## src/verilog/decoder_pkg.sv

```systemverilog
package decoder_pkg;

    localparam int WORD_WIDTH    = 16;
    localparam int PC_WIDTH      = 12;
    localparam int REG_IDX_WIDTH = 4;
    localparam int OPCODE_WIDTH  = 4;
    localparam int FUNC_WIDTH    = 4;
    localparam int IMM_A_WIDTH   = 4;

    // Root opcode in bits 3:0 of the first word
    typedef enum logic [OPCODE_WIDTH-1:0] {
        OP_NOP    = 4'b0000,
        OP_U_TYPE = 4'b0001,
        OP_J_TYPE = 4'b0010,
        OP_S_TYPE = 4'b0011,
        OP_LH     = 4'b0100,  // Load half
        OP_LHO    = 4'b0101,  // Load half with offset word
        OP_ADD    = 4'b0110,
        OP_SUB    = 4'b0111,
        OP_SLL    = 4'b1000,
        OP_SRL    = 4'b1001,
        OP_SRA    = 4'b1010
    } opcode_e;

    // S-type function, bits 7:4
    typedef enum logic [FUNC_WIDTH-1:0] {
        S_BEQ  = 4'b0000,
        S_BNEQ = 4'b0001,
        S_BGE  = 4'b0010,
        S_BLT  = 4'b0011,
        S_SH   = 4'b0100,
        S_SHO  = 4'b0101
    } s_func_e;

    // U-type function, bits 11:8
    typedef enum logic [FUNC_WIDTH-1:0] {
        U_LI  = 4'b0011,  // Two words, full immediate
        U_LIL = 4'b0100   // Immediate in bits 15:12
    } u_func_e;

    // J-type function, bits 15:12
    typedef enum logic [FUNC_WIDTH-1:0] {
        J_JAL  = 4'b0000,
        J_JALR = 4'b0001
    } j_func_e;

    typedef enum logic [1:0] {
        SRC1_ZERO,
        SRC1_REG1,
        SRC1_IMM_B
    } src1_sel_e;

    typedef enum logic [2:0] {
        SRC2_ZERO,
        SRC2_REG1,
        SRC2_REG2,
        SRC2_IMM_A,
        SRC2_IMM_B,
        SRC2_PC_PREV,  // PC of the first word
        SRC2_PC_CUR
    } src2_sel_e;

    typedef enum logic {
        SRC3_ZERO,
        SRC3_REG1  // Store data
    } src3_sel_e;

    // Execute-stage actions
    typedef struct packed {
        logic branch_eq0;
        logic branch_gt0;
        logic branch_lt0;
        logic ialu_add;
        logic ialu_neg_src2;
        logic ialu_sll;
        logic ialu_sra;
        logic ialu_srl;
        logic incr_pc_is_res;
        logic jump_to_ialu_res;
        logic load_dmem;
        logic store_dmem;
        logic write_res_to_reg;
        logic write_src2_to_res;
    } act_t;

endpackage

```

## src/verilog/decode_fields_if.sv

```systemverilog
interface decode_fields_if;
    import decoder_pkg::*;

    opcode_e opcode;
    s_func_e s_func;
    u_func_e u_func;
    j_func_e j_func;
    logic    second_cycle;  // Cycle index is 1

    modport capture (
        output opcode,
        output s_func,
        output u_func,
        output j_func,
        input  second_cycle
    );

    modport control (
        input  opcode,
        input  s_func,
        input  u_func,
        input  j_func,
        output second_cycle
    );

endinterface

```

## src/verilog/operand_sel_if.sv

```systemverilog
interface operand_sel_if;
    import decoder_pkg::*;

    src1_sel_e              src1_sel;
    src2_sel_e              src2_sel;
    src3_sel_e              src3_sel;
    logic [IMM_A_WIDTH-1:0] imm_a;
    logic [WORD_WIDTH-1:0]  imm_b;    // Second word
    logic [PC_WIDTH-1:0]    pc_prev;
    logic [PC_WIDTH-1:0]    pc_cur;

    modport control (output src1_sel, output src2_sel, output src3_sel);
    modport capture (output imm_a, output imm_b, output pc_prev, output pc_cur);
    modport select (
        input src1_sel, input src2_sel, input src3_sel,
        input imm_a, input imm_b, input pc_prev, input pc_cur
    );

endinterface

```

## src/verilog/decode_control.sv

```systemverilog
module decode_control (
    input  logic                clock,
    input  logic                reset,
    input  logic                flush,
    decode_fields_if.control    fields,
    operand_sel_if.control      sel,
    output decoder_pkg::act_t   act,
    output logic [2:0]          cycle_in_instr
);
    import decoder_pkg::*;

    logic       flush_q;
    logic [2:0] cycle_q;
    logic [2:0] cycle_next;
    logic       unknown;  // Encoding outside the table

    always_ff @(posedge clock or posedge reset) begin
        if (reset) begin
            flush_q <= 1'b0;
            cycle_q <= '0;
        end else begin
            flush_q <= flush;
            cycle_q <= cycle_next;
        end
    end

    assign fields.second_cycle = (cycle_q == 3'd1);
    assign cycle_in_instr      = cycle_q;

    always_comb begin
        act          = '0;
        sel.src1_sel = SRC1_ZERO;
        sel.src2_sel = SRC2_ZERO;
        sel.src3_sel = SRC3_ZERO;
        cycle_next   = 3'd0;
        unknown      = 1'b0;

        if (!flush_q) begin
            case (fields.opcode)
                OP_NOP: cycle_next = 3'd0;  // Bubble

                OP_ADD, OP_SUB, OP_SLL, OP_SRL, OP_SRA: begin
                    act.ialu_add         = fields.opcode inside {OP_ADD, OP_SUB};
                    act.ialu_neg_src2    = (fields.opcode == OP_SUB);
                    act.ialu_sll         = (fields.opcode == OP_SLL);
                    act.ialu_srl         = (fields.opcode == OP_SRL);
                    act.ialu_sra         = (fields.opcode == OP_SRA);
                    act.write_res_to_reg = 1'b1;
                    sel.src1_sel         = SRC1_REG1;
                    sel.src2_sel         = SRC2_REG2;
                end

                OP_U_TYPE: begin
                    case (fields.u_func)
                        U_LI: begin
                            if (fields.second_cycle) begin
                                act.write_res_to_reg  = 1'b1;
                                act.write_src2_to_res = 1'b1;
                                sel.src2_sel          = SRC2_IMM_B;
                            end else begin
                                cycle_next = 3'd1;  // Fetch the immediate word
                            end
                        end
                        U_LIL: begin
                            act.write_res_to_reg  = 1'b1;
                            act.write_src2_to_res = 1'b1;
                            sel.src2_sel          = SRC2_IMM_A;
                        end
                        default: unknown = 1'b1;
                    endcase
                end

                OP_S_TYPE: begin
                    case (fields.s_func)
                        S_BEQ, S_BNEQ, S_BGE, S_BLT: begin
                            act.branch_eq0 = fields.s_func inside {S_BEQ, S_BGE};
                            act.branch_gt0 = fields.s_func inside {S_BNEQ, S_BGE};
                            act.branch_lt0 = fields.s_func inside {S_BNEQ, S_BLT};
                            act.ialu_add   = 1'b1;
                            if (fields.second_cycle) begin
                                sel.src1_sel = SRC1_IMM_B;  // Target offset
                                sel.src2_sel = SRC2_PC_PREV;
                            end else begin
                                cycle_next        = 3'd1;
                                act.ialu_neg_src2 = 1'b1;  // Compare by subtraction
                                sel.src1_sel      = SRC1_REG1;
                                sel.src2_sel      = SRC2_REG2;
                            end
                        end
                        S_SH: begin
                            act.store_dmem        = 1'b1;
                            act.write_src2_to_res = 1'b1;
                            sel.src2_sel          = SRC2_REG2;
                            sel.src3_sel          = SRC3_REG1;
                        end
                        S_SHO: begin
                            if (fields.second_cycle) begin
                                act.ialu_add   = 1'b1;
                                act.store_dmem = 1'b1;
                                sel.src1_sel   = SRC1_IMM_B;  // Base address
                                sel.src2_sel   = SRC2_REG2;
                                sel.src3_sel   = SRC3_REG1;
                            end else begin
                                cycle_next = 3'd1;
                            end
                        end
                        default: unknown = 1'b1;
                    endcase
                end

                OP_J_TYPE: begin
                    case (fields.j_func)
                        J_JAL, J_JALR: begin
                            if (fields.j_func == J_JAL && !fields.second_cycle) begin
                                cycle_next = 3'd1;
                            end else begin
                                act.ialu_add         = 1'b1;
                                act.incr_pc_is_res   = 1'b1;
                                act.jump_to_ialu_res = 1'b1;
                                act.write_res_to_reg = 1'b1;
                                if (fields.j_func == J_JAL) begin
                                    sel.src1_sel = SRC1_IMM_B;
                                    sel.src2_sel = SRC2_PC_PREV;
                                end else begin
                                    sel.src1_sel = SRC1_REG1;
                                    sel.src2_sel = SRC2_PC_CUR;
                                end
                            end
                        end
                        default: unknown = 1'b1;
                    endcase
                end

                OP_LH: begin
                    act.load_dmem         = 1'b1;
                    act.write_res_to_reg  = 1'b1;
                    act.write_src2_to_res = 1'b1;
                    sel.src2_sel          = SRC2_REG1;  // Address rides on src2
                end

                OP_LHO: begin
                    if (fields.second_cycle) begin
                        act.ialu_add         = 1'b1;
                        act.load_dmem        = 1'b1;
                        act.write_res_to_reg = 1'b1;
                        sel.src1_sel         = SRC1_REG1;
                        sel.src2_sel         = SRC2_IMM_B;
                    end else begin
                        cycle_next = 3'd1;
                    end
                end

                default: unknown = 1'b1;
            endcase
        end
    end

    a_one_alu_op: assert property (@(posedge clock) disable iff (reset)
        $onehot0({act.ialu_add, act.ialu_sll, act.ialu_srl, act.ialu_sra}));

    a_cycle_range: assert property (@(posedge clock) disable iff (reset)
        cycle_q <= 3'd1);

    // Held first word always came from a known two-word opcode
    a_unknown_first_cycle: assert property (@(posedge clock) disable iff (reset)
        unknown |-> !fields.second_cycle);

endmodule

```

## src/verilog/decoder_top.sv

```systemverilog
module decoder_top (
    input  logic                                   clock,
    input  logic                                   reset,
    input  logic                                   flush,
    input  logic [decoder_pkg::WORD_WIDTH-1:0]     instr,
    input  logic [decoder_pkg::PC_WIDTH-1:0]       pc,
    input  logic [decoder_pkg::WORD_WIDTH-1:0]     src1,
    input  logic [decoder_pkg::WORD_WIDTH-1:0]     src2,
    output logic                                   act_branch_eq0,
    output logic                                   act_branch_gt0,
    output logic                                   act_branch_lt0,
    output logic                                   act_ialu_add,
    output logic                                   act_ialu_neg_src2,
    output logic                                   act_ialu_sll,
    output logic                                   act_ialu_sra,
    output logic                                   act_ialu_srl,
    output logic                                   act_incr_pc_is_res,
    output logic                                   act_jump_to_ialu_res,
    output logic                                   act_load_dmem,
    output logic                                   act_store_dmem,
    output logic                                   act_write_res_to_reg,
    output logic                                   act_write_src2_to_res,
    output logic [2:0]                             cycle_in_instr,
    output logic [decoder_pkg::WORD_WIDTH-1:0]     instr_out,
    output logic [decoder_pkg::PC_WIDTH-1:0]       pc_out,
    output logic [decoder_pkg::REG_IDX_WIDTH-1:0]  res_reg_idx,
    output logic [decoder_pkg::REG_IDX_WIDTH-1:0]  src1_reg_idx,
    output logic [decoder_pkg::REG_IDX_WIDTH-1:0]  src2_reg_idx,
    output logic [decoder_pkg::WORD_WIDTH-1:0]     src1_out,
    output logic [decoder_pkg::WORD_WIDTH-1:0]     src2_out,
    output logic [decoder_pkg::WORD_WIDTH-1:0]     src3_out
);
    import decoder_pkg::*;

    act_t act;

    decode_fields_if fields ();
    operand_sel_if   operands ();

    instr_capture u_capture (
        .clock        (clock),
        .reset        (reset),
        .instr        (instr),
        .pc           (pc),
        .fields       (fields.capture),
        .operands     (operands.capture),
        .instr_out    (instr_out),
        .pc_out       (pc_out),
        .res_reg_idx  (res_reg_idx),
        .src1_reg_idx (src1_reg_idx),
        .src2_reg_idx (src2_reg_idx)
    );

    decode_control u_control (
        .clock          (clock),
        .reset          (reset),
        .flush          (flush),
        .fields         (fields.control),
        .sel            (operands.control),
        .act            (act),
        .cycle_in_instr (cycle_in_instr)
    );

    operand_select u_select (
        .src1     (src1),
        .src2     (src2),
        .sel      (operands.select),
        .src1_out (src1_out),
        .src2_out (src2_out),
        .src3_out (src3_out)
    );

    assign act_branch_eq0        = act.branch_eq0;
    assign act_branch_gt0        = act.branch_gt0;
    assign act_branch_lt0        = act.branch_lt0;
    assign act_ialu_add          = act.ialu_add;
    assign act_ialu_neg_src2     = act.ialu_neg_src2;
    assign act_ialu_sll          = act.ialu_sll;
    assign act_ialu_sra          = act.ialu_sra;
    assign act_ialu_srl          = act.ialu_srl;
    assign act_incr_pc_is_res    = act.incr_pc_is_res;
    assign act_jump_to_ialu_res  = act.jump_to_ialu_res;
    assign act_load_dmem         = act.load_dmem;
    assign act_store_dmem        = act.store_dmem;
    assign act_write_res_to_reg  = act.write_res_to_reg;
    assign act_write_src2_to_res = act.write_src2_to_res;

endmodule

```

## src/verilog/instr_capture.sv

```systemverilog
module instr_capture (
    input  logic                                   clock,
    input  logic                                   reset,
    input  logic [decoder_pkg::WORD_WIDTH-1:0]     instr,
    input  logic [decoder_pkg::PC_WIDTH-1:0]       pc,
    decode_fields_if.capture                       fields,
    operand_sel_if.capture                         operands,
    output logic [decoder_pkg::WORD_WIDTH-1:0]     instr_out,
    output logic [decoder_pkg::PC_WIDTH-1:0]       pc_out,
    output logic [decoder_pkg::REG_IDX_WIDTH-1:0]  res_reg_idx,
    output logic [decoder_pkg::REG_IDX_WIDTH-1:0]  src1_reg_idx,
    output logic [decoder_pkg::REG_IDX_WIDTH-1:0]  src2_reg_idx
);
    import decoder_pkg::*;

    logic [WORD_WIDTH-1:0] instr_q;
    logic [WORD_WIDTH-1:0] instr_q2;  // Word before the current one
    logic [PC_WIDTH-1:0]   pc_q;
    logic [PC_WIDTH-1:0]   pc_q2;
    logic [WORD_WIDTH-1:0] first_word;

    always_ff @(posedge clock or posedge reset) begin
        if (reset) begin
            instr_q  <= '0;
            instr_q2 <= '0;
            pc_q     <= '0;
            pc_q2    <= '0;
        end else begin
            instr_q  <= instr;
            instr_q2 <= instr_q;
            pc_q     <= pc;
            pc_q2    <= pc_q;
        end
    end

    // Two-word instructions keep decoding the held first word
    assign first_word = fields.second_cycle ? instr_q2 : instr_q;

    assign fields.opcode = opcode_e'(first_word[3:0]);
    assign fields.s_func = s_func_e'(first_word[7:4]);
    assign fields.u_func = u_func_e'(first_word[11:8]);
    assign fields.j_func = j_func_e'(first_word[15:12]);

    assign operands.imm_a   = first_word[15:12];
    assign operands.imm_b   = instr_q;
    assign operands.pc_prev = pc_q2;
    assign operands.pc_cur  = pc_q;

    assign instr_out    = instr_q;
    assign pc_out       = pc_q;
    assign res_reg_idx  = first_word[7:4];
    assign src1_reg_idx = first_word[11:8];
    assign src2_reg_idx = first_word[15:12];

    // No instruction is longer than two words
    a_second_cycle_single: assert property (@(posedge clock) disable iff (reset)
        fields.second_cycle |=> !fields.second_cycle);

endmodule

```

## src/verilog/operand_select.sv

```systemverilog
module operand_select (
    input  logic [decoder_pkg::WORD_WIDTH-1:0] src1,
    input  logic [decoder_pkg::WORD_WIDTH-1:0] src2,
    operand_sel_if.select                      sel,
    output logic [decoder_pkg::WORD_WIDTH-1:0] src1_out,
    output logic [decoder_pkg::WORD_WIDTH-1:0] src2_out,
    output logic [decoder_pkg::WORD_WIDTH-1:0] src3_out
);
    import decoder_pkg::*;

    logic [WORD_WIDTH-1:0] pc_prev_ext;
    logic [WORD_WIDTH-1:0] pc_cur_ext;
    logic [WORD_WIDTH-1:0] imm_a_ext;

    // Zero extension, no sign
    assign pc_prev_ext = {{(WORD_WIDTH - PC_WIDTH){1'b0}}, sel.pc_prev};
    assign pc_cur_ext  = {{(WORD_WIDTH - PC_WIDTH){1'b0}}, sel.pc_cur};
    assign imm_a_ext   = {{(WORD_WIDTH - IMM_A_WIDTH){1'b0}}, sel.imm_a};

    always_comb begin
        case (sel.src1_sel)
            SRC1_REG1:  src1_out = src1;
            SRC1_IMM_B: src1_out = sel.imm_b;
            default:    src1_out = '0;
        endcase

        case (sel.src2_sel)
            SRC2_REG1:    src2_out = src1;
            SRC2_REG2:    src2_out = src2;
            SRC2_IMM_A:   src2_out = imm_a_ext;
            SRC2_IMM_B:   src2_out = sel.imm_b;
            SRC2_PC_PREV: src2_out = pc_prev_ext;
            SRC2_PC_CUR:  src2_out = pc_cur_ext;
            default:      src2_out = '0;
        endcase

        src3_out = (sel.src3_sel == SRC3_REG1) ? src1 : '0;
    end

endmodule
```

## config.mk

```make
export PLATFORM = sky130hd
export DESIGN_NAME = decoder_top
export DESIGN_NICKNAME = d
export VERILOG_FILES = /design/src/verilog/decoder_pkg.sv /design/src/verilog/decode_fields_if.sv /design/src/verilog/operand_sel_if.sv /design/src/verilog/decode_control.sv /design/src/verilog/decoder_top.sv /design/src/verilog/instr_capture.sv /design/src/verilog/operand_select.sv
export SDC_FILE = /design/constraint.sdc
export NUM_CORES = 1
export LEC_CHECK = 0
export BUFFER_PORTS_ARGS = -buffer_cell sky130_fd_sc_hd__clkbuf_2
export CAP_MARGIN = 40
export CORE_ASPECT_RATIO = 1.25
export CORE_UTILIZATION = 40
export DETAILED_ROUTE_END_ITERATION = 10
export PLACE_DENSITY = 0.81
export SLEW_MARGIN = 25
export SYNTH_ARGS = -nofsm -noshare
export SYNTH_HDL_FRONTEND = slang
export SYNTH_SLANG_ARGS = --single-unit
```

## constraint.sdc

```tcl
create_clock -name clock -period 5.35 [get_ports clock]
set_clock_uncertainty 0.05 [all_clocks]
set_input_delay 1.07 -clock clock [delete_from_list [all_inputs] [get_ports clock]]
set_output_delay 1.07 -clock clock [all_outputs]
set_load 0.02 [all_outputs]
```

== Word-level counts from Yosys, hierarchy flattened ==
Cells that the tools add are included.
Word-level totals
  input bits: 63
  logic and storage cells: 100
  output and inout bits: 105
  register bits after elaboration: 60
Operators by class
  muxes and demuxes: 54
  reduce and logical (&&, ||, !) cells: 13
  equality and inequality tests: 27
Operators by type and width (count)
  one-hot mux 16 bit (6 select lines): 1
  2-to-1 mux 3 bit: 12
  2-to-1 mux 16 bit: 2
  one-hot mux 16 bit (2 select lines): 1
  == test 4 x 3 -> 1 bit (second input constant): 7
  2-to-1 mux 2 bit: 12
  == test 4 x 2 -> 1 bit (second input constant): 5
  one-hot mux 3 bit (6 select lines): 1
  2-to-1 mux 14 bit: 1
  == test 4 x 1 -> 1 bit (second input constant): 3
  == test 4 bit (second input constant): 3
  one-hot mux 3 bit (4 select lines): 1
  2-to-1 mux 1 bit: 11
  OR reduction 5 bit: 2
  == test 3 bit (second input constant): 3
  one-hot mux 3 bit (3 select lines): 1
  logical NOT 4 bit: 2
  one-hot mux 1 bit (2 select lines): 4
  one-hot mux 1 bit (4 select lines): 2
  one-hot mux 2 bit (2 select lines): 2
  one-hot mux 2 bit (4 select lines): 1
  nonzero test 2 bit: 4
  == test 3 x 1 -> 1 bit (second input constant): 2
  == test 3 x 2 -> 1 bit (second input constant): 2
  other kinds (9): 9

== Depth between registers and ports, before layout ==
  depth in word-level cells: 10
  mapped depth: 16
  gate-level depth less buffers: 10

== Modules after synthesis ==
From an unflattened synthesis, not the netlist that was laid out.
Unflattened totals
  cells, all modules: 366
  area total of the unflattened synthesis: 3639.7 um^2
Modules (own cells, without submodules)
  instr_capture: sequential area each 1401.3 um^2, area each 1984.4 um^2, instances 1, cells each 119
  operand_select: sequential area each 0.0 um^2, area each 1011.0 um^2, instances 1, cells each 152
  decode_control: sequential area each 50.0 um^2, area each 644.4 um^2, instances 1, cells each 95

== Worst setup path before layout ==
Ideal clock, no wire load.
  path kind: flip-flop to output port
  from: reg u_control.cycle_q[0], in the netlist u_control.cycle_in_instr[0]
  to: out src1_out[11] in the netlist's numbering
  data arrival time: 3.547 ns
  setup slack: 0.683 ns
  cell stages (with the launch flop): 15
  data required time: 4.230 ns
  buffers on the path: 6
  cells stage by stage: dfrtp_1 -> buf_2 -> buf_2 -> buf_1 -> clkbuf_1 -> mux2_2 -> o21ai_0 -> nand2b_1 -> nor3_1 -> o21ai_0 -> or3_1 -> ha_1 -> clkbuf_1 -> clkbuf_1 -> nor2_1
Between the ends
  elaborated cells on any way between the ends: 34
  classes of those cells: eq/ne: 16; mux: 11; reduce/logical: 7
RTL lines
  from (decl): line decode_control.sv:13  | logic [2:0] cycle_q;
  from (signal assigned): line decode_control.sv:23  | cycle_q <= cycle_next;
  == test 3 x 1 -> 1 bit (*): line decode_control.sv:27  | assign fields.second_cycle = (cycle_q == 3'd1);
  2-to-1 mux 16 bit (*): line instr_capture.sv:37  | assign first_word = fields.second_cycle ? instr_q2 : instr_q;
  via res_reg_idx (one bit): line decoder_top.sv:26  | output logic [decoder_pkg::REG_IDX_WIDTH-1:0] res_reg_idx,
  == test 4 x 2 -> 1 bit (tied with other cells): line decode_control.sv:74  | case (fields.s_func)
  OR reduction 4 bit: line decode_control.sv:74
  one-hot mux 2 bit (2 select lines) (*): line decode_control.sv:74
  one-hot mux 2 bit (4 select lines) (*): line decode_control.sv:39  | case (fields.opcode)
  2-to-1 mux 2 bit (*): line decode_control.sv:38  | if (!flush_q) begin
  == test 2 bit / == test 2 x 1 -> 1 bit (equally long branches): line operand_select.sv:21  | case (sel.src1_sel)
  one-hot mux 16 bit (2 select lines) (*): line operand_select.sv:21
  to (decl): line decoder_top.sv:29  | output logic [decoder_pkg::WORD_WIDTH-1:0] src1_out,
Mark *: on every way through the listed nets, which the timed path passes. The rest lies on a longest branch.

== Worst setup path after layout ==
  from: reg u_control.cycle_q[0], in the netlist u_control.cycle_in_instr[0]
  to: out src1_out[4] in the netlist's numbering
Between the ends
  cells in the longest elaborated chain, start to end: 10
  elaborated cells on any way between the ends: 34
  classes of those cells: eq/ne: 16; mux: 11; reduce/logical: 7
RTL lines (line)
  == test 3 x 1 -> 1 bit (*): decode_control.sv:27
  branches (longest 5 deep; another with 2-to-1 mux 16 bit)
  one-hot mux 2 bit (4 select lines) (*): decode_control.sv:39
  2-to-1 mux 2 bit (*): decode_control.sv:38
  == test 2 bit / == test 2 x 1 -> 1 bit (equally long branches): operand_select.sv:21
  one-hot mux 16 bit (2 select lines) (*): operand_select.sv:21
Every way passes the cells marked *.

==> impl_metrics.json <==
{
  "cts-root-buf": "clkbuf_8",
  "cp.required_ps": 4230,
  "status": "finished, final reports clean",
  "fin_setup_tns_ps": 0,
  "routed_wl_mm": 11.5,
  "async_flop_share_pct": 100,
  "antennaDiodeCount": 0,
  "tightestPinTransition_ps": 788,
  "fin_crit_sh_pct": 92.9,
  "ir_drop_uv": 223,
  "layout.nets": 566,
  "cts_max_level": 3,
  "area_delta_synth_final_pct": 32.2,
  "yosysTopAreaCell": "dfrtp_1",
  "core_sq_um": 7930,
  "die_w_um": 83.7,
  "final_cell_mix": "clkbuf_2 (165), dfrtp_1 (58), a22oi_1 (30), nor2_1 (29), nand2_1 (25)",
  "cts_hold_buf": 0,
  "ios": 168,
  "first_pass_iters": 5,
  "p_clk_share_pct": 37.8,
  "cts_max_path_buffers": 2,
  "final_hold_viol_count": 0,
  "drive_above_1_share_pct": 41.9,
  "p_per_area_nw_per_um2": 240,
  "maxSlewViolCount": 0,
  "grt_pass1_vias": 3434,
  "seq_power_share_pct": 46.3,
  "synth_edf_count": 0,
  "crit_top_cell": "and2_1",
  "multi_input_area_sq_um": 1720,
  "first_iter_violations": 241,
  "setup_violations": 0,
  "worstPathMaxFanout": 26,
  "max_slew_margin_pct": 47.3,
  "cts_made_buffers": 9,
  "cts_tree": "done",
  "ys_ff_latch": 58,
  "port_buffers": 165,
  "critical_path_class": "flip-flop to primary output",
  "gp_congestion": 0.910,
  "antenna_found_initial": 0,
  "num_vias": 3466,
  "clk_latency_ps": 340,
  "ant_nets": 0,
  "cp.buffers_inverters": 3,
  "initial_core_util_pct": 42.1,
  "max_cap_violations": 0,
  "synth_area_sq_um": 3340,
  "seq_area_frac_synth_pct": 43.5,
  "cp-end-kind": "primary output",
  "p_int_uw": 741,
  "sw_frac_of_total_pct": 30.0,
  "cts.sinks": 58,
  "std_cell_rows": 36,
  "synth_top_cell_area_share_pct": 43.5,
  "power_uw": 1060,
  "synth_area_leaders": "dfrtp_1 (44%), a22oi_1 (6.8%), mux2i_1 (4.5%), mux2_2 (4.4%), and2_1 (3.6%)",
  "ys_types": 57,
  "route.detailed.drc": 0,
  "hpwl_mm": 8.58,
  "synth_ff_type": "dfrtp_1",
  "clkTransAtPathRegs_ps": 70,
  "finalCriticalPeriod_ps": 4970,
  "dieArea_sq_um": 8710,
  "p_comb_share_pct": 15.9,
  "crit_slowest_cell": "dfrtp_1",
  "yosysWarnings": 0,
  "grt_pass1_wl_mm": 18.1,
  "synthCells": 342,
  "startpoint_type": "flip-flop",
  "final_common_cell": "clkbuf_2",
  "grt_overflow": 0,
  "fill_cells": 732,
  "p_leak_uw": 0.00203,
  "final_util_pct": 55.6,
  "avgSynthCellArea_sq_um": 9.75,
  "die_h_um": 104,
  "rsz0062_at_grt": "false",
  "track_usage_pct": 26.6,
  "critPathTopFamily": "simple AND/OR/NAND/NOR gates",
  "crit_path_cell_trace": "buf_4 > nand3b_1 > and2_1 > o221ai_1 > nand2_1 > a221o_1 > and2_1 > inv_1 > ha_1 > a22oi_1 > nor2_1 > clkbuf_2",
  "avgViaCountPerCell": 5.77,
  "avgRoutedWirePerCell_um": 19.1,
  "clock.fmax_mhz": 201,
  "hold_path_class": "flip-flop to flip-flop",
  "crit_path_max_incr_delay_ps": 590,
  "dp.cells": 584,
  "register_area_sq_um": 1450,
  "cp_data_arrival_time_ps": 3850,
  "stdcell_count": 601,
  "grt_max_degree": 59,
  "p_sw_uw": 317
}
## cell type report
type,instances,area share (%)
sequential,58,32.9
clock buffer,10,2.89
tap,95,2.70
inverter,10,0.851
multi-input combinational,249,39.0
timing repair buffer,173,20.1
clock inverter,6,1.50
## through the flow
| step | setup slack (ps) | area [sq um] | hold slack [ps] |
|---|---|---|---|
| floorplan | 683 | 3340 | 459 |
| global placement | 882 | 4200 | 338 |
| detailed placement | 726 | 4200 | 339 |
| CTS | 350 | 4400 | 357 |
| global route | 111 | 4410 | 371 |
| finish | 378 | 4410 | 356 |
## power groups by stage
stage / sequential [uW] / clock, uW / combinational (uW)
after floorplan: 497 / 0 / 92.3
after global placement: 496 / 0 / 165
after detailed placement: 497 / 0 / 167
after CTS: 489 / 406 / 168
after global routing: 492 / 425 / 182
final: 490 / 400 / 168
## what timing repair did
| item | 4_1_cts | 5_1_grt |
|---|---|---|
| buffers inserted | 0 | 0 |
| setup endpoints to repair | 0 | 3 |
| gates resized for setup | 0 | 1 |
## worst reg2reg max path: stages (launching register included)
cell and delay, ps:
dfrtp_1 710, buf_4 390, mux2_2 420, o21ai_0 160, nand2b_1 90, mux2i_1 180
nand3_1 110, a21oi_1 150
## Yosys cell counts, types with 3 or more instances
library cell / number
a22oi_1: 30
nand2_1: 25
a221o_1: 6
a21oi_1: 6
nor2_1: 29
or4_1: 3
dfrtp_1: 58
buf_4: 6
a32oi_1: 5
inv_1: 10
a2bb2oi_1: 3
buf_2: 5
nand3b_1: 5
clkbuf_1: 13
o211ai_1: 11
mux2i_1: 15
nor2b_1: 3
and2_1: 19
nand3_1: 6
nand2b_1: 4
o21ai_0: 4
or3b_2: 3
mux2_2: 13
nor3_1: 17
o21a_1: 3
## per-layer routing
metal	share of wire [%]	vias up	global-route usage, %
li1	-	1586	-
met1	40	1673	31.8
met2	52	181	46.9
met3	6.0	26	5.16
met4	2.2	0	9.81
met5	0	-	0
## logic make-up (layout without fill, tap and decap cells)
group / after synthesis / in the layout / synth area share, %
compound gates: 84 / 84 / 19.4
xor+xnor: 1 / 1 / 0.263
fa+ha+maj: 2 / 2 / 0.750
buf+inv: 36 / 199 / 5.14
flops: 58 / 58 / 43.5
mux: 28 / 28 / 8.89
other cells: 1 / 2 / 0.112
simple gates: 132 / 132 / 22.0
## flip-flops by register name (all words and copies together), names as in the netlist
signal and flops:
u_capture.instr_out 16, u_capture.instr_q2 16, u_control.cycle_in_instr 1, u_capture.operands.pc_prev 12
u_control.flush_q 1, u_capture.operands.pc_cur 12
## final timing paths
kind / startpoint / endpoint / slack, ps / cells after the start
worst min-delay path: u_capture.operands.pc_cur[11] / u_capture.operands.pc_prev[11] / 360 / 0
worst max register to register: u_control.cycle_in_instr[0] / u_control.cycle_in_instr[0] / 3020 / 7
max in group asynchronous: reset / u_capture.instr_q2[15] / 3900 / 3
worst max-delay path: u_control.cycle_in_instr[0] / src1_out[4] / 380 / 12
worst min register to register: u_capture.operands.pc_cur[11] / u_capture.operands.pc_prev[11] / 360 / 0
min in group asynchronous: reset / u_capture.operands.pc_cur[8] / 860 / 3
Power figures use the tool's default switching activity.
